File: src/verilog/edu_pkg.sv
`default_nettype none

package edu_pkg;

    // ancilla grid
    localparam int NUM_AQROW = 4;
    localparam int NUM_AQCOL = 4;
    localparam int NUM_AQ = NUM_AQROW * NUM_AQCOL;

    // data qubits share the ancilla grid, index r * NUM_AQCOL + c
    localparam int NUM_DQ = NUM_AQ;

    // strobes per layer
    localparam int CODE_DIST = 3;

    // round counter must hold CODE_DIST-1
    localparam int ROUND_BW = 2;

    localparam int OPCODE_BW = 4;

    // controller opcodes
    localparam logic [OPCODE_BW-1:0] INVALID_OPCODE = 4'd0;
    localparam logic [OPCODE_BW-1:0] RUN_ESM_OPCODE = 4'd1;

    // logical measurements in x, y and z
    localparam logic [OPCODE_BW-1:0] LQM_X_OPCODE = 4'd2;
    localparam logic [OPCODE_BW-1:0] LQM_Y_OPCODE = 4'd3;
    localparam logic [OPCODE_BW-1:0] LQM_Z_OPCODE = 4'd4;

    // data qubits measured between layers
    localparam logic [OPCODE_BW-1:0] MEAS_INTMD_OPCODE = 4'd5;

endpackage

`default_nettype wire

File: src/verilog/edu_sequencer.sv
`timescale 1ns/1ns
`default_nettype none

module edu_sequencer (
    input  logic                                 clk,
    input  logic                                 rst,
    input  logic                                 tcu_valid,
    input  logic [edu_pkg::OPCODE_BW-1:0]        tcu_opcode,
    input  logic                                 dqmeas_valid,
    input  logic [edu_pkg::NUM_DQ-1:0]           dqmeas_array,
    input  logic                                 aqmeas_valid,
    output logic                                 first_round,
    output logic [edu_pkg::NUM_AQ-1:0]           flip_array,
    output logic                                 report_valid,
    output logic                                 report_pf
);

    logic [edu_pkg::OPCODE_BW-1:0] opcode_reg;
    logic [edu_pkg::ROUND_BW-1:0]  round_cnt;
    logic                          pf_opcode;
    logic                          intmd_meas;

    // held opcode, esm runs keep the previous one
    always_ff @(posedge clk)
    begin
        if (rst)
        begin
            opcode_reg <= edu_pkg::INVALID_OPCODE;
        end
        else if (tcu_valid && (tcu_opcode != edu_pkg::RUN_ESM_OPCODE))
        begin
            opcode_reg <= tcu_opcode;
        end
    end

    // position within the layer
    always_ff @(posedge clk)
    begin
        if (rst)
        begin
            round_cnt <= '0;
        end
        else if (aqmeas_valid)
        begin
            if (round_cnt == edu_pkg::ROUND_BW'(edu_pkg::CODE_DIST - 1))
            begin
                round_cnt <= '0;
            end
            else
            begin
                round_cnt <= round_cnt + 1'b1;
            end
        end
    end

    assign first_round = (round_cnt == '0);

    assign pf_opcode = (opcode_reg == edu_pkg::LQM_X_OPCODE) ||
                       (opcode_reg == edu_pkg::LQM_Y_OPCODE) ||
                       (opcode_reg == edu_pkg::LQM_Z_OPCODE) ||
                       (opcode_reg == edu_pkg::MEAS_INTMD_OPCODE);

    assign intmd_meas = dqmeas_valid && (opcode_reg == edu_pkg::MEAS_INTMD_OPCODE);

    // each data qubit toggles the ancillas to its upper left
    always_comb
    begin
        flip_array = '0;
        if (intmd_meas)
        begin
            for (int r = 0; r < edu_pkg::NUM_AQROW; r++)
            begin
                for (int c = 0; c < edu_pkg::NUM_AQCOL; c++)
                begin
                    if (r > 0 && c > 0)
                    begin
                        flip_array[(r-1)*edu_pkg::NUM_AQCOL + c-1] =
                            flip_array[(r-1)*edu_pkg::NUM_AQCOL + c-1] ^
                            dqmeas_array[r*edu_pkg::NUM_AQCOL + c];
                    end
                    if (r > 0)
                    begin
                        flip_array[(r-1)*edu_pkg::NUM_AQCOL + c] =
                            flip_array[(r-1)*edu_pkg::NUM_AQCOL + c] ^
                            dqmeas_array[r*edu_pkg::NUM_AQCOL + c];
                    end
                    if (c > 0)
                    begin
                        flip_array[r*edu_pkg::NUM_AQCOL + c-1] =
                            flip_array[r*edu_pkg::NUM_AQCOL + c-1] ^
                            dqmeas_array[r*edu_pkg::NUM_AQCOL + c];
                    end
                    flip_array[r*edu_pkg::NUM_AQCOL + c] =
                        flip_array[r*edu_pkg::NUM_AQCOL + c] ^
                        dqmeas_array[r*edu_pkg::NUM_AQCOL + c];
                end
            end
        end
    end

    // report strobe lines up with the cell eigen registers
    always_ff @(posedge clk)
    begin
        if (rst)
        begin
            report_valid <= 1'b0;
            report_pf    <= 1'b0;
        end
        else
        begin
            report_valid <= aqmeas_valid;
            report_pf    <= aqmeas_valid && pf_opcode;
        end
    end

    round_in_range: assert property (@(posedge clk) disable iff (rst)
        round_cnt < edu_pkg::ROUND_BW'(edu_pkg::CODE_DIST));

endmodule

`default_nettype wire

File: src/verilog/edu_cell.sv
`timescale 1ns/1ns
`default_nettype none

module edu_cell (
    input  logic clk,
    input  logic rst,
    input  logic aqmeas_valid,
    input  logic aqmeas,
    input  logic first_round,
    input  logic flip_in,
    output logic eigen
);

    // last ancilla measurement of this cell
    logic reference;
    // data qubit flips since that measurement
    logic pending;
    logic eff_flip;

    // a data strobe in the same cycle still counts
    assign eff_flip = pending ^ flip_in;

    always_ff @(posedge clk)
    begin
        if (rst)
        begin
            reference <= 1'b0;
            pending   <= 1'b0;
        end
        else if (aqmeas_valid)
        begin
            reference <= aqmeas;
            pending   <= 1'b0;
        end
        else
        begin
            pending <= eff_flip;
        end
    end

    always_ff @(posedge clk)
    begin
        if (rst)
        begin
            eigen <= 1'b0;
        end
        else if (aqmeas_valid)
        begin
            // first strobe of a layer only sets the reference
            if (first_round)
            begin
                eigen <= 1'b0;
            end
            else
            begin
                eigen <= aqmeas ^ reference ^ eff_flip;
            end
        end
    end

    aqmeas_known: assert property (@(posedge clk) disable iff (rst)
        aqmeas_valid |-> !$isunknown(aqmeas));

endmodule

`default_nettype wire

File: src/verilog/edu_collector.sv
`timescale 1ns/1ns
`default_nettype none

module edu_collector (
    input  logic                       clk,
    input  logic                       rst,
    input  logic                       report_valid,
    input  logic                       report_pf,
    input  logic [edu_pkg::NUM_AQ-1:0] eigen_cells,
    output logic [edu_pkg::NUM_AQ-1:0] eigen_array,
    output logic                       edu_valid,
    output logic                       pfflag
);

    // flips held until the next report
    always_ff @(posedge clk)
    begin
        if (rst)
        begin
            eigen_array <= '0;
        end
        else if (report_valid)
        begin
            eigen_array <= eigen_cells;
        end
    end

    always_ff @(posedge clk)
    begin
        if (rst)
        begin
            edu_valid <= 1'b0;
            pfflag    <= 1'b0;
        end
        else
        begin
            edu_valid <= report_valid;
            pfflag    <= report_pf;
        end
    end

    pf_needs_valid: assert property (@(posedge clk) disable iff (rst)
        pfflag |-> edu_valid);

endmodule

`default_nettype wire

File: src/verilog/edu_top.sv
`timescale 1ns/1ns
`default_nettype none

module edu_top (
    input  logic                          clk,
    input  logic                          rst,
    input  logic                          aqmeas_valid,
    input  logic [edu_pkg::NUM_AQ-1:0]    aqmeas_array,
    input  logic                          dqmeas_valid,
    input  logic [edu_pkg::NUM_DQ-1:0]    dqmeas_array,
    input  logic                          tcu_valid,
    input  logic [edu_pkg::OPCODE_BW-1:0] tcu_opcode,
    output logic [edu_pkg::NUM_AQ-1:0]    eigen_array,
    output logic                          edu_valid,
    output logic                          pfflag
);

    logic                       first_round;
    logic [edu_pkg::NUM_AQ-1:0] flip_array;
    logic                       report_valid;
    logic                       report_pf;
    logic [edu_pkg::NUM_AQ-1:0] eigen_cells;

    edu_sequencer i_sequencer (
        .clk          (clk),
        .rst          (rst),
        .tcu_valid    (tcu_valid),
        .tcu_opcode   (tcu_opcode),
        .dqmeas_valid (dqmeas_valid),
        .dqmeas_array (dqmeas_array),
        .aqmeas_valid (aqmeas_valid),
        .first_round  (first_round),
        .flip_array   (flip_array),
        .report_valid (report_valid),
        .report_pf    (report_pf)
    );

    // one cell per ancilla, row major
    for (genvar r = 0; r < edu_pkg::NUM_AQROW; r++)
    begin : gen_row
        for (genvar c = 0; c < edu_pkg::NUM_AQCOL; c++)
        begin : gen_col
            edu_cell i_cell (
                .clk          (clk),
                .rst          (rst),
                .aqmeas_valid (aqmeas_valid),
                .aqmeas       (aqmeas_array[r*edu_pkg::NUM_AQCOL + c]),
                .first_round  (first_round),
                .flip_in      (flip_array[r*edu_pkg::NUM_AQCOL + c]),
                .eigen        (eigen_cells[r*edu_pkg::NUM_AQCOL + c])
            );
        end
    end

    edu_collector i_collector (
        .clk          (clk),
        .rst          (rst),
        .report_valid (report_valid),
        .report_pf    (report_pf),
        .eigen_cells  (eigen_cells),
        .eigen_array  (eigen_array),
        .edu_valid    (edu_valid),
        .pfflag       (pfflag)
    );

endmodule

`default_nettype wire

File: config.mk
export PLATFORM = sky130hd
export DESIGN_NAME = edu_top
export DESIGN_NICKNAME = d
export VERILOG_FILES = /design/src/verilog/edu_pkg.sv /design/src/verilog/edu_sequencer.sv /design/src/verilog/edu_cell.sv /design/src/verilog/edu_collector.sv /design/src/verilog/edu_top.sv
export SDC_FILE = /design/constraint.sdc
export NUM_CORES = 1
export LEC_CHECK = 0
export BUFFER_PORTS_ARGS = -buffer_cell sky130_fd_sc_hd__buf_4
export CAP_MARGIN = 10
export CELL_PAD_IN_SITES_DETAIL_PLACEMENT = 0
export CELL_PAD_IN_SITES_GLOBAL_PLACEMENT = 1
export CORE_AREA = 2 2 95 97
export CTS_CLUSTER_DIAMETER = 50
export DETAILED_ROUTE_END_ITERATION = 16
export DIE_AREA = 0 0 97 99
export HOLD_SLACK_MARGIN = 0.03
export MAX_ROUTING_LAYER = met4
export PLACE_DENSITY = 0.75
export SETUP_SLACK_MARGIN = 0.2
export SYNTH_ARGS = -nofsm -noshare
export SYNTH_HDL_FRONTEND = slang
export SYNTH_HIERARCHICAL = 1
export SYNTH_SLANG_ARGS = --single-unit
File: constraint.sdc
create_clock -name clk -period 2.4 [get_ports clk]
set_input_delay 0.12 -clock clk [delete_from_list [all_inputs] [get_ports clk]]
set_output_delay 0.12 -clock clk [all_outputs]
set_load 0.1 [all_outputs]
# [Word level (Yosys, flattened, before mapping)]
# Index checks and enable logic that the tools add are counted.
[totals] regBits=74 inputBits=41 output_inout_bits=18 word_cells=187
[op_classes] addsub=1 eq_ne=6 mux=36 bitwise=81 reduce_logical=8
[ops] cell="1-bit XOR" count=81
[ops] cell="1-bit two-way mux" count=34
[ops] cell="16-bit two-way mux" count=1
[ops] cell="4-bit by 2-bit == test with 1-bit output (second input constant)" count=2
[ops] cell="4-bit by 3-bit == test with 1-bit output (second input constant)" count=2
[ops] cell="4-bit by 1-bit inequality test with 1-bit output (second input constant)" count=1
[ops] cell="1-bit logical AND" count=3
[ops] cell="1-bit logical OR" count=3
[ops] cell="2-bit by 1-bit adder with 2-bit output (second input constant)" count=1
[ops] cell="2-bit == test (second input constant)" count=1
[ops] cell="2-bit zero test" count=1
[ops] cell="2-bit two-way mux" count=1
[ops] cell="2-bit OR reduction" count=1

# [Longest topological paths before layout]
[logic_depth] depth_word=10 mapped_depth=7

# [Modules after synthesis]
# Netlist, hierarchy kept.
[by_module_without_submodules] module="edu_cell" n_inst=16 cells_each=12 area_each_um2=128.9 seq_area_each_um2=60.1
[by_module_without_submodules] module="edu_sequencer" n_inst=1 cells_each=80 area_each_um2=638.1 seq_area_each_um2=160.2
[by_module_without_submodules] module="edu_collector" n_inst=1 cells_each=56 area_each_um2=634.4 seq_area_each_um2=360.3

# [Worst setup path after synthesis]
# Ideal clock, no wire load.
[synth_path] path_kind="flip-flop to flip-flop" start="reg i_sequencer/opcode_reg[1] (netlist bit)" end="reg gen_row[1].gen_col[3].i_cell.eigen" arrival_time_ns=1.343 t_required_ns=2.275 slack_ns=0.932 path_stages_with_launch=8 synth_period_minus_slack_ns=1.468 path_cell_list="dfxtp_1 > and4bb_2 > nand2_2 > buf_6 > nor2_1 > xor2_1 > xnor2_1 > o32ai_1"
[synth_via] elab_chain_len=6
[synth_lines] item="from (decl)" line_no="edu_sequencer.sv:18" source="logic [edu_pkg::OPCODE_BW-1:0] opcode_reg;"
[synth_lines] item="from (signal assigned)" line_no="edu_sequencer.sv:28" source="opcode_reg <= edu_pkg::INVALID_OPCODE;"
[synth_lines] item="from (signal assigned)" line_no="edu_sequencer.sv:32" source="opcode_reg <= tcu_opcode;"
[synth_lines] item="4-bit by 3-bit == test with 1-bit output" line_no="edu_sequencer.sv:63" source="assign intmd_meas = dqmeas_valid && (opcode_reg == edu_pkg::MEAS_INTMD_OPCODE);"
[synth_lines] item="1-bit logical AND" line_no="edu_sequencer.sv:63"
[synth_lines] item="16-bit two-way mux" line_no="edu_sequencer.sv:69" source="if (intmd_meas)"
[synth_lines] item="net flip_array, one bit" line_no="edu_top.sv:19" source="logic [edu_pkg::NUM_AQ-1:0] flip_array;"
[synth_lines] item="1-bit XOR" line_no="edu_cell.sv:21" source="assign eff_flip = pending ^ flip_in;"
[synth_lines] item="1-bit XOR" line_no="edu_cell.sv:56" source="eigen <= aqmeas ^ reference ^ eff_flip;"
[synth_lines] item="1-bit two-way mux" line_no="edu_cell.sv:50" source="if (first_round)"
[synth_lines] item="to (signal assigned)" line_no="edu_cell.sv:56"
[synth_lines] item="to (decl)" line_no="edu_cell.sv:11" source="output logic eigen"
# The timed path passes the listed nets, and every way through them passes these cells.
# A chain may end at the register's enable or synchronous reset.

# [Worst setup path in the final report]
[layout_path] start="reg i_sequencer/opcode_reg[3] (netlist bit)" end="reg gen_row[0].gen_col[1].i_cell.eigen"
[layout_via] elab_chain_len=6
[layout_lines] item="4-bit by 3-bit == test with 1-bit output" line_no="edu_sequencer.sv:63"
[layout_lines] item="1-bit logical AND" line_no="edu_sequencer.sv:63"
[layout_lines] item="16-bit two-way mux" line_no="edu_sequencer.sv:69"
[layout_lines] item="net flip_array, one bit" line_no="edu_top.sv:19"
[layout_lines] item="1-bit XOR" line_no="edu_cell.sv:21"
[layout_lines] item="1-bit XOR" line_no="edu_cell.sv:56"
[layout_lines] item="1-bit two-way mux" line_no="edu_cell.sv:50"
[layout_lines] item="to (signal assigned)" line_no="edu_cell.sv:56"
[layout_lines] item="to (decl)" line_no="edu_cell.sv:11"
# The timed path passes the listed nets, and every way through them passes these cells.

==> results_dict.tcl <==
set metrics [dict create \
    status "complete, no violations" \
    yosys.area.top_type "dfxtp_1" \
    finClkSkew_ns 0.00832 \
    cts_tree "done" \
    clk_latency_ns 0.34 \
    ios 59 \
    ant_nets 0 \
    diodes 0 \
    ctsHoldBuffers 15 \
    fmax_mhz 602 \
    die_area_um2 9600 \
    rsz0062_at_grt "no" \
    holdPathStages 3 \
    clock-sinks 74 \
    areaGrowthSynthToFinish_pct 26.5 \
    synth_enable_flop_cells 0 \
    rr_startpoint "i_sequencer/opcode_reg[3]$_SDFFE_PP0P_" \
    min_to "gen_row[3].gen_col[2].i_cell/reference$_SDFFE_PP0P_" \
    fp-row-count 34 \
    first_iter_violations 70 \
    coreArea_um2 8550 \
    clkTransAtPathRegs_ns 0.08 \
    via_per_inst 4.66 \
    worstPathArrival_ns 1.86 \
    avgSynthCellArea_um2 10.2 \
    cts_root_buf "clkbuf_8" \
    post-cts-setup-buffers 0 \
    hp-start "aqmeas_array[14]" \
    powerDensity_nw_per_um2 623 \
    netlist_instances 328 \
    cap_violations 0 \
    cp-startpoint "i_sequencer/opcode_reg[3]$_SDFFE_PP0P_" \
    htree_levels 3 \
    grt_start_max_net_pins 81 \
    syn_nets 369 \
    wirelength_mm 6.39 \
    rr_worst_depth 6 \
    synth-seq-cells 74 \
    antenna_found_initial 0 \
    pre_cts_ws_ns 0.721 \
    period_share 0.692 \
    cts-resized-gates 0 \
    crit_path_max_fanout 15 \
    place_inst 491 \
    cp.required_ns 2.60 \
    slew-limit-headroom 0.310 \
    cts_buffer_depth 2 \
    r2r_end "gen_row[0].gen_col[1].i_cell/eigen$_SDFFE_PP0P_" \
    cellLeakagePower_nw 1.76 \
    setup_violations 0 \
    dpl-instance-area_um2 3870 \
    synth_top_area_frac 0.444 \
    initial_core_util 0.390 \
    grt_pass1_vias 2345 \
    dieHeight_um 99 \
    crit_path_end_kind "flip-flop" \
    postLayoutCellArea_um2 4220 \
    seq_area_frac_synth 0.444 \
    grt.total_usage 0.145 \
    via_count 2430 \
    synthFlopType "dfxtp_1" \
    tightest_slew_ns 1.03 \
    die_x_um 97 \
    place_hpwl_mm 4.27 \
    drc 0 \
    fin_tns_setup_ns 0 \
    stdcell_count 522 \
    path_class "reg2reg" \
    layout.nets 450 \
    yosysUniqueCellTypes 26 \
    cts_buffers 9 \
    synthArstFlopShare 0 \
    yosysMostFrequentCell "dfxtp_1" \
    gp_congestion 0.671 \
    wl_per_cell_um 12.2 \
    rrSetupSlack_ns 0.74 \
    drive_gt1_frac 0.191 \
    worst_ir_drop_vdd_mv 0.264 \
    hold_viol_final 0 \
    syn-cell-area_um2 3330 \
    portBuffers 58 \
    grt_pass1_wl_mm 10.9 \
    report.final.slew_viol_count 0 \
    setup_ws_ns 0.739 \
    synth_area_leaders "dfxtp_1 44%, mux2i_1 9.6%, xor2_1 9.5%" \
    overflow 0 \
    fin_crit_ns 1.66 \
    yosysWarnings 6 \
    critPathLaunchType "flip-flop" \
    synthTopCellsByCount "74 x dfxtp_1, 47 x nor2_1, 36 x xor2_1" \
    hold_path.class "in2reg" \
    drt_first_pass_iters 4 \
]
cell families after synthesis:
family / Yosys count / share of synthesized area
simple gates: 100 / 0.171
flops: 74 / 0.444
xor+xnor: 73 / 0.196
mux: 32 / 0.0961
compound gates: 25 / 0.0555
buf+inv: 24 / 0.0371
how the worst max path moves through the flow:
| stage | end | slack [ns] | depth (start not counted) |
|---|---|---|---|
| 2_1_floorplan | gen_row[1].gen_col[3].i_cell/eigen$_SDFFE_PP0P_ | 0.93 | 7 |
| 3_3_place_gp | gen_row[0].gen_col[1].i_cell/eigen$_SDFFE_PP0P_ | 0.75 | 6 |
| 3_5_place_dp | gen_row[0].gen_col[1].i_cell/eigen$_SDFFE_PP0P_ | 0.72 | 6 |
| 4_1_cts | gen_row[0].gen_col[1].i_cell/eigen$_SDFFE_PP0P_ | 0.71 | 6 |
| 5_1_grt | gen_row[2].gen_col[2].i_cell/eigen$_SDFFE_PP0P_ | 0.57 | 6 |
| 6_report | gen_row[0].gen_col[1].i_cell/eigen$_SDFFE_PP0P_ | 0.74 | 6 |
metal layers:
layer,vias to the layer above,global-route usage,share of wire
li1,1262,-,-
met1,1130,0.167,0.46
met2,31,0.245,0.50
met3,7,0.0277,0.029
met4,0,0.0683,0.013
met5,-,-,0
worst max-delay path, stage by stage (launching register included):
cell	delay (ns)
dfxtp_1	0.33
and4bb_2	0.31
nand2_2	0.19
nor2b_1	0.20
xor2_1	0.23
xnor2_1	0.15
o32ai_1	0.10
layout make-up:
| class | instances | area [um^2] |
|---|---|---|
| clock inverter | 4 | 51.3 |
| timing repair buffer | 76 | 608 |
| inverter | 18 | 67.6 |
| sequential | 74 | 1480 |
| multi-input combinational | 230 | 1730 |
| fill | 822 | 4330 |
| clock buffer | 12 | 145 |
| tap | 108 | 135 |
power breakdown:
part           switching [W]  internal (W)  leakage, nW  total (W)
sequential         0.0000230       0.00127        0.602    0.00129
combinational       0.000196      0.000189         1.07   0.000385
clock               0.000445      0.000510       0.0966   0.000955
total               0.000664       0.00197         1.76    0.00263
cell usage in the layout, fill, tap and decap left out, drive strengths merged, types with 6 or more instances in the layout:
master       netlist  final
a21oi              6      6
buf                5     61
clkbuf             1     12
dfxtp             74     74
dlygate4sd3        0     15
inv               18     18
mux2i             32     32
nor2              47     47
nor2b              6      6
nor3b             20     20
o32ai             16     16
or3b              16     16
xnor2             36     36
xor2              37     37
per-stage QoR:
| stage | hold WS (ns) | total power, W | util |
|---|---|---|---|
| 2_1_floorplan | 0.192 | 0.00155 | - |
| 3_3_place_gp | 0.372 | 0.00169 | 0.453 |
| 3_5_place_dp | 0.379 | 0.00169 | 0.453 |
| 4_1_cts | 0.0306 | 0.00268 | 0.493 |
| 5_1_grt | 0.0416 | 0.00275 | 0.493 |
| 6_report | 0.0462 | 0.00263 | 0.493 |
(Power assumes the default switching activity.)
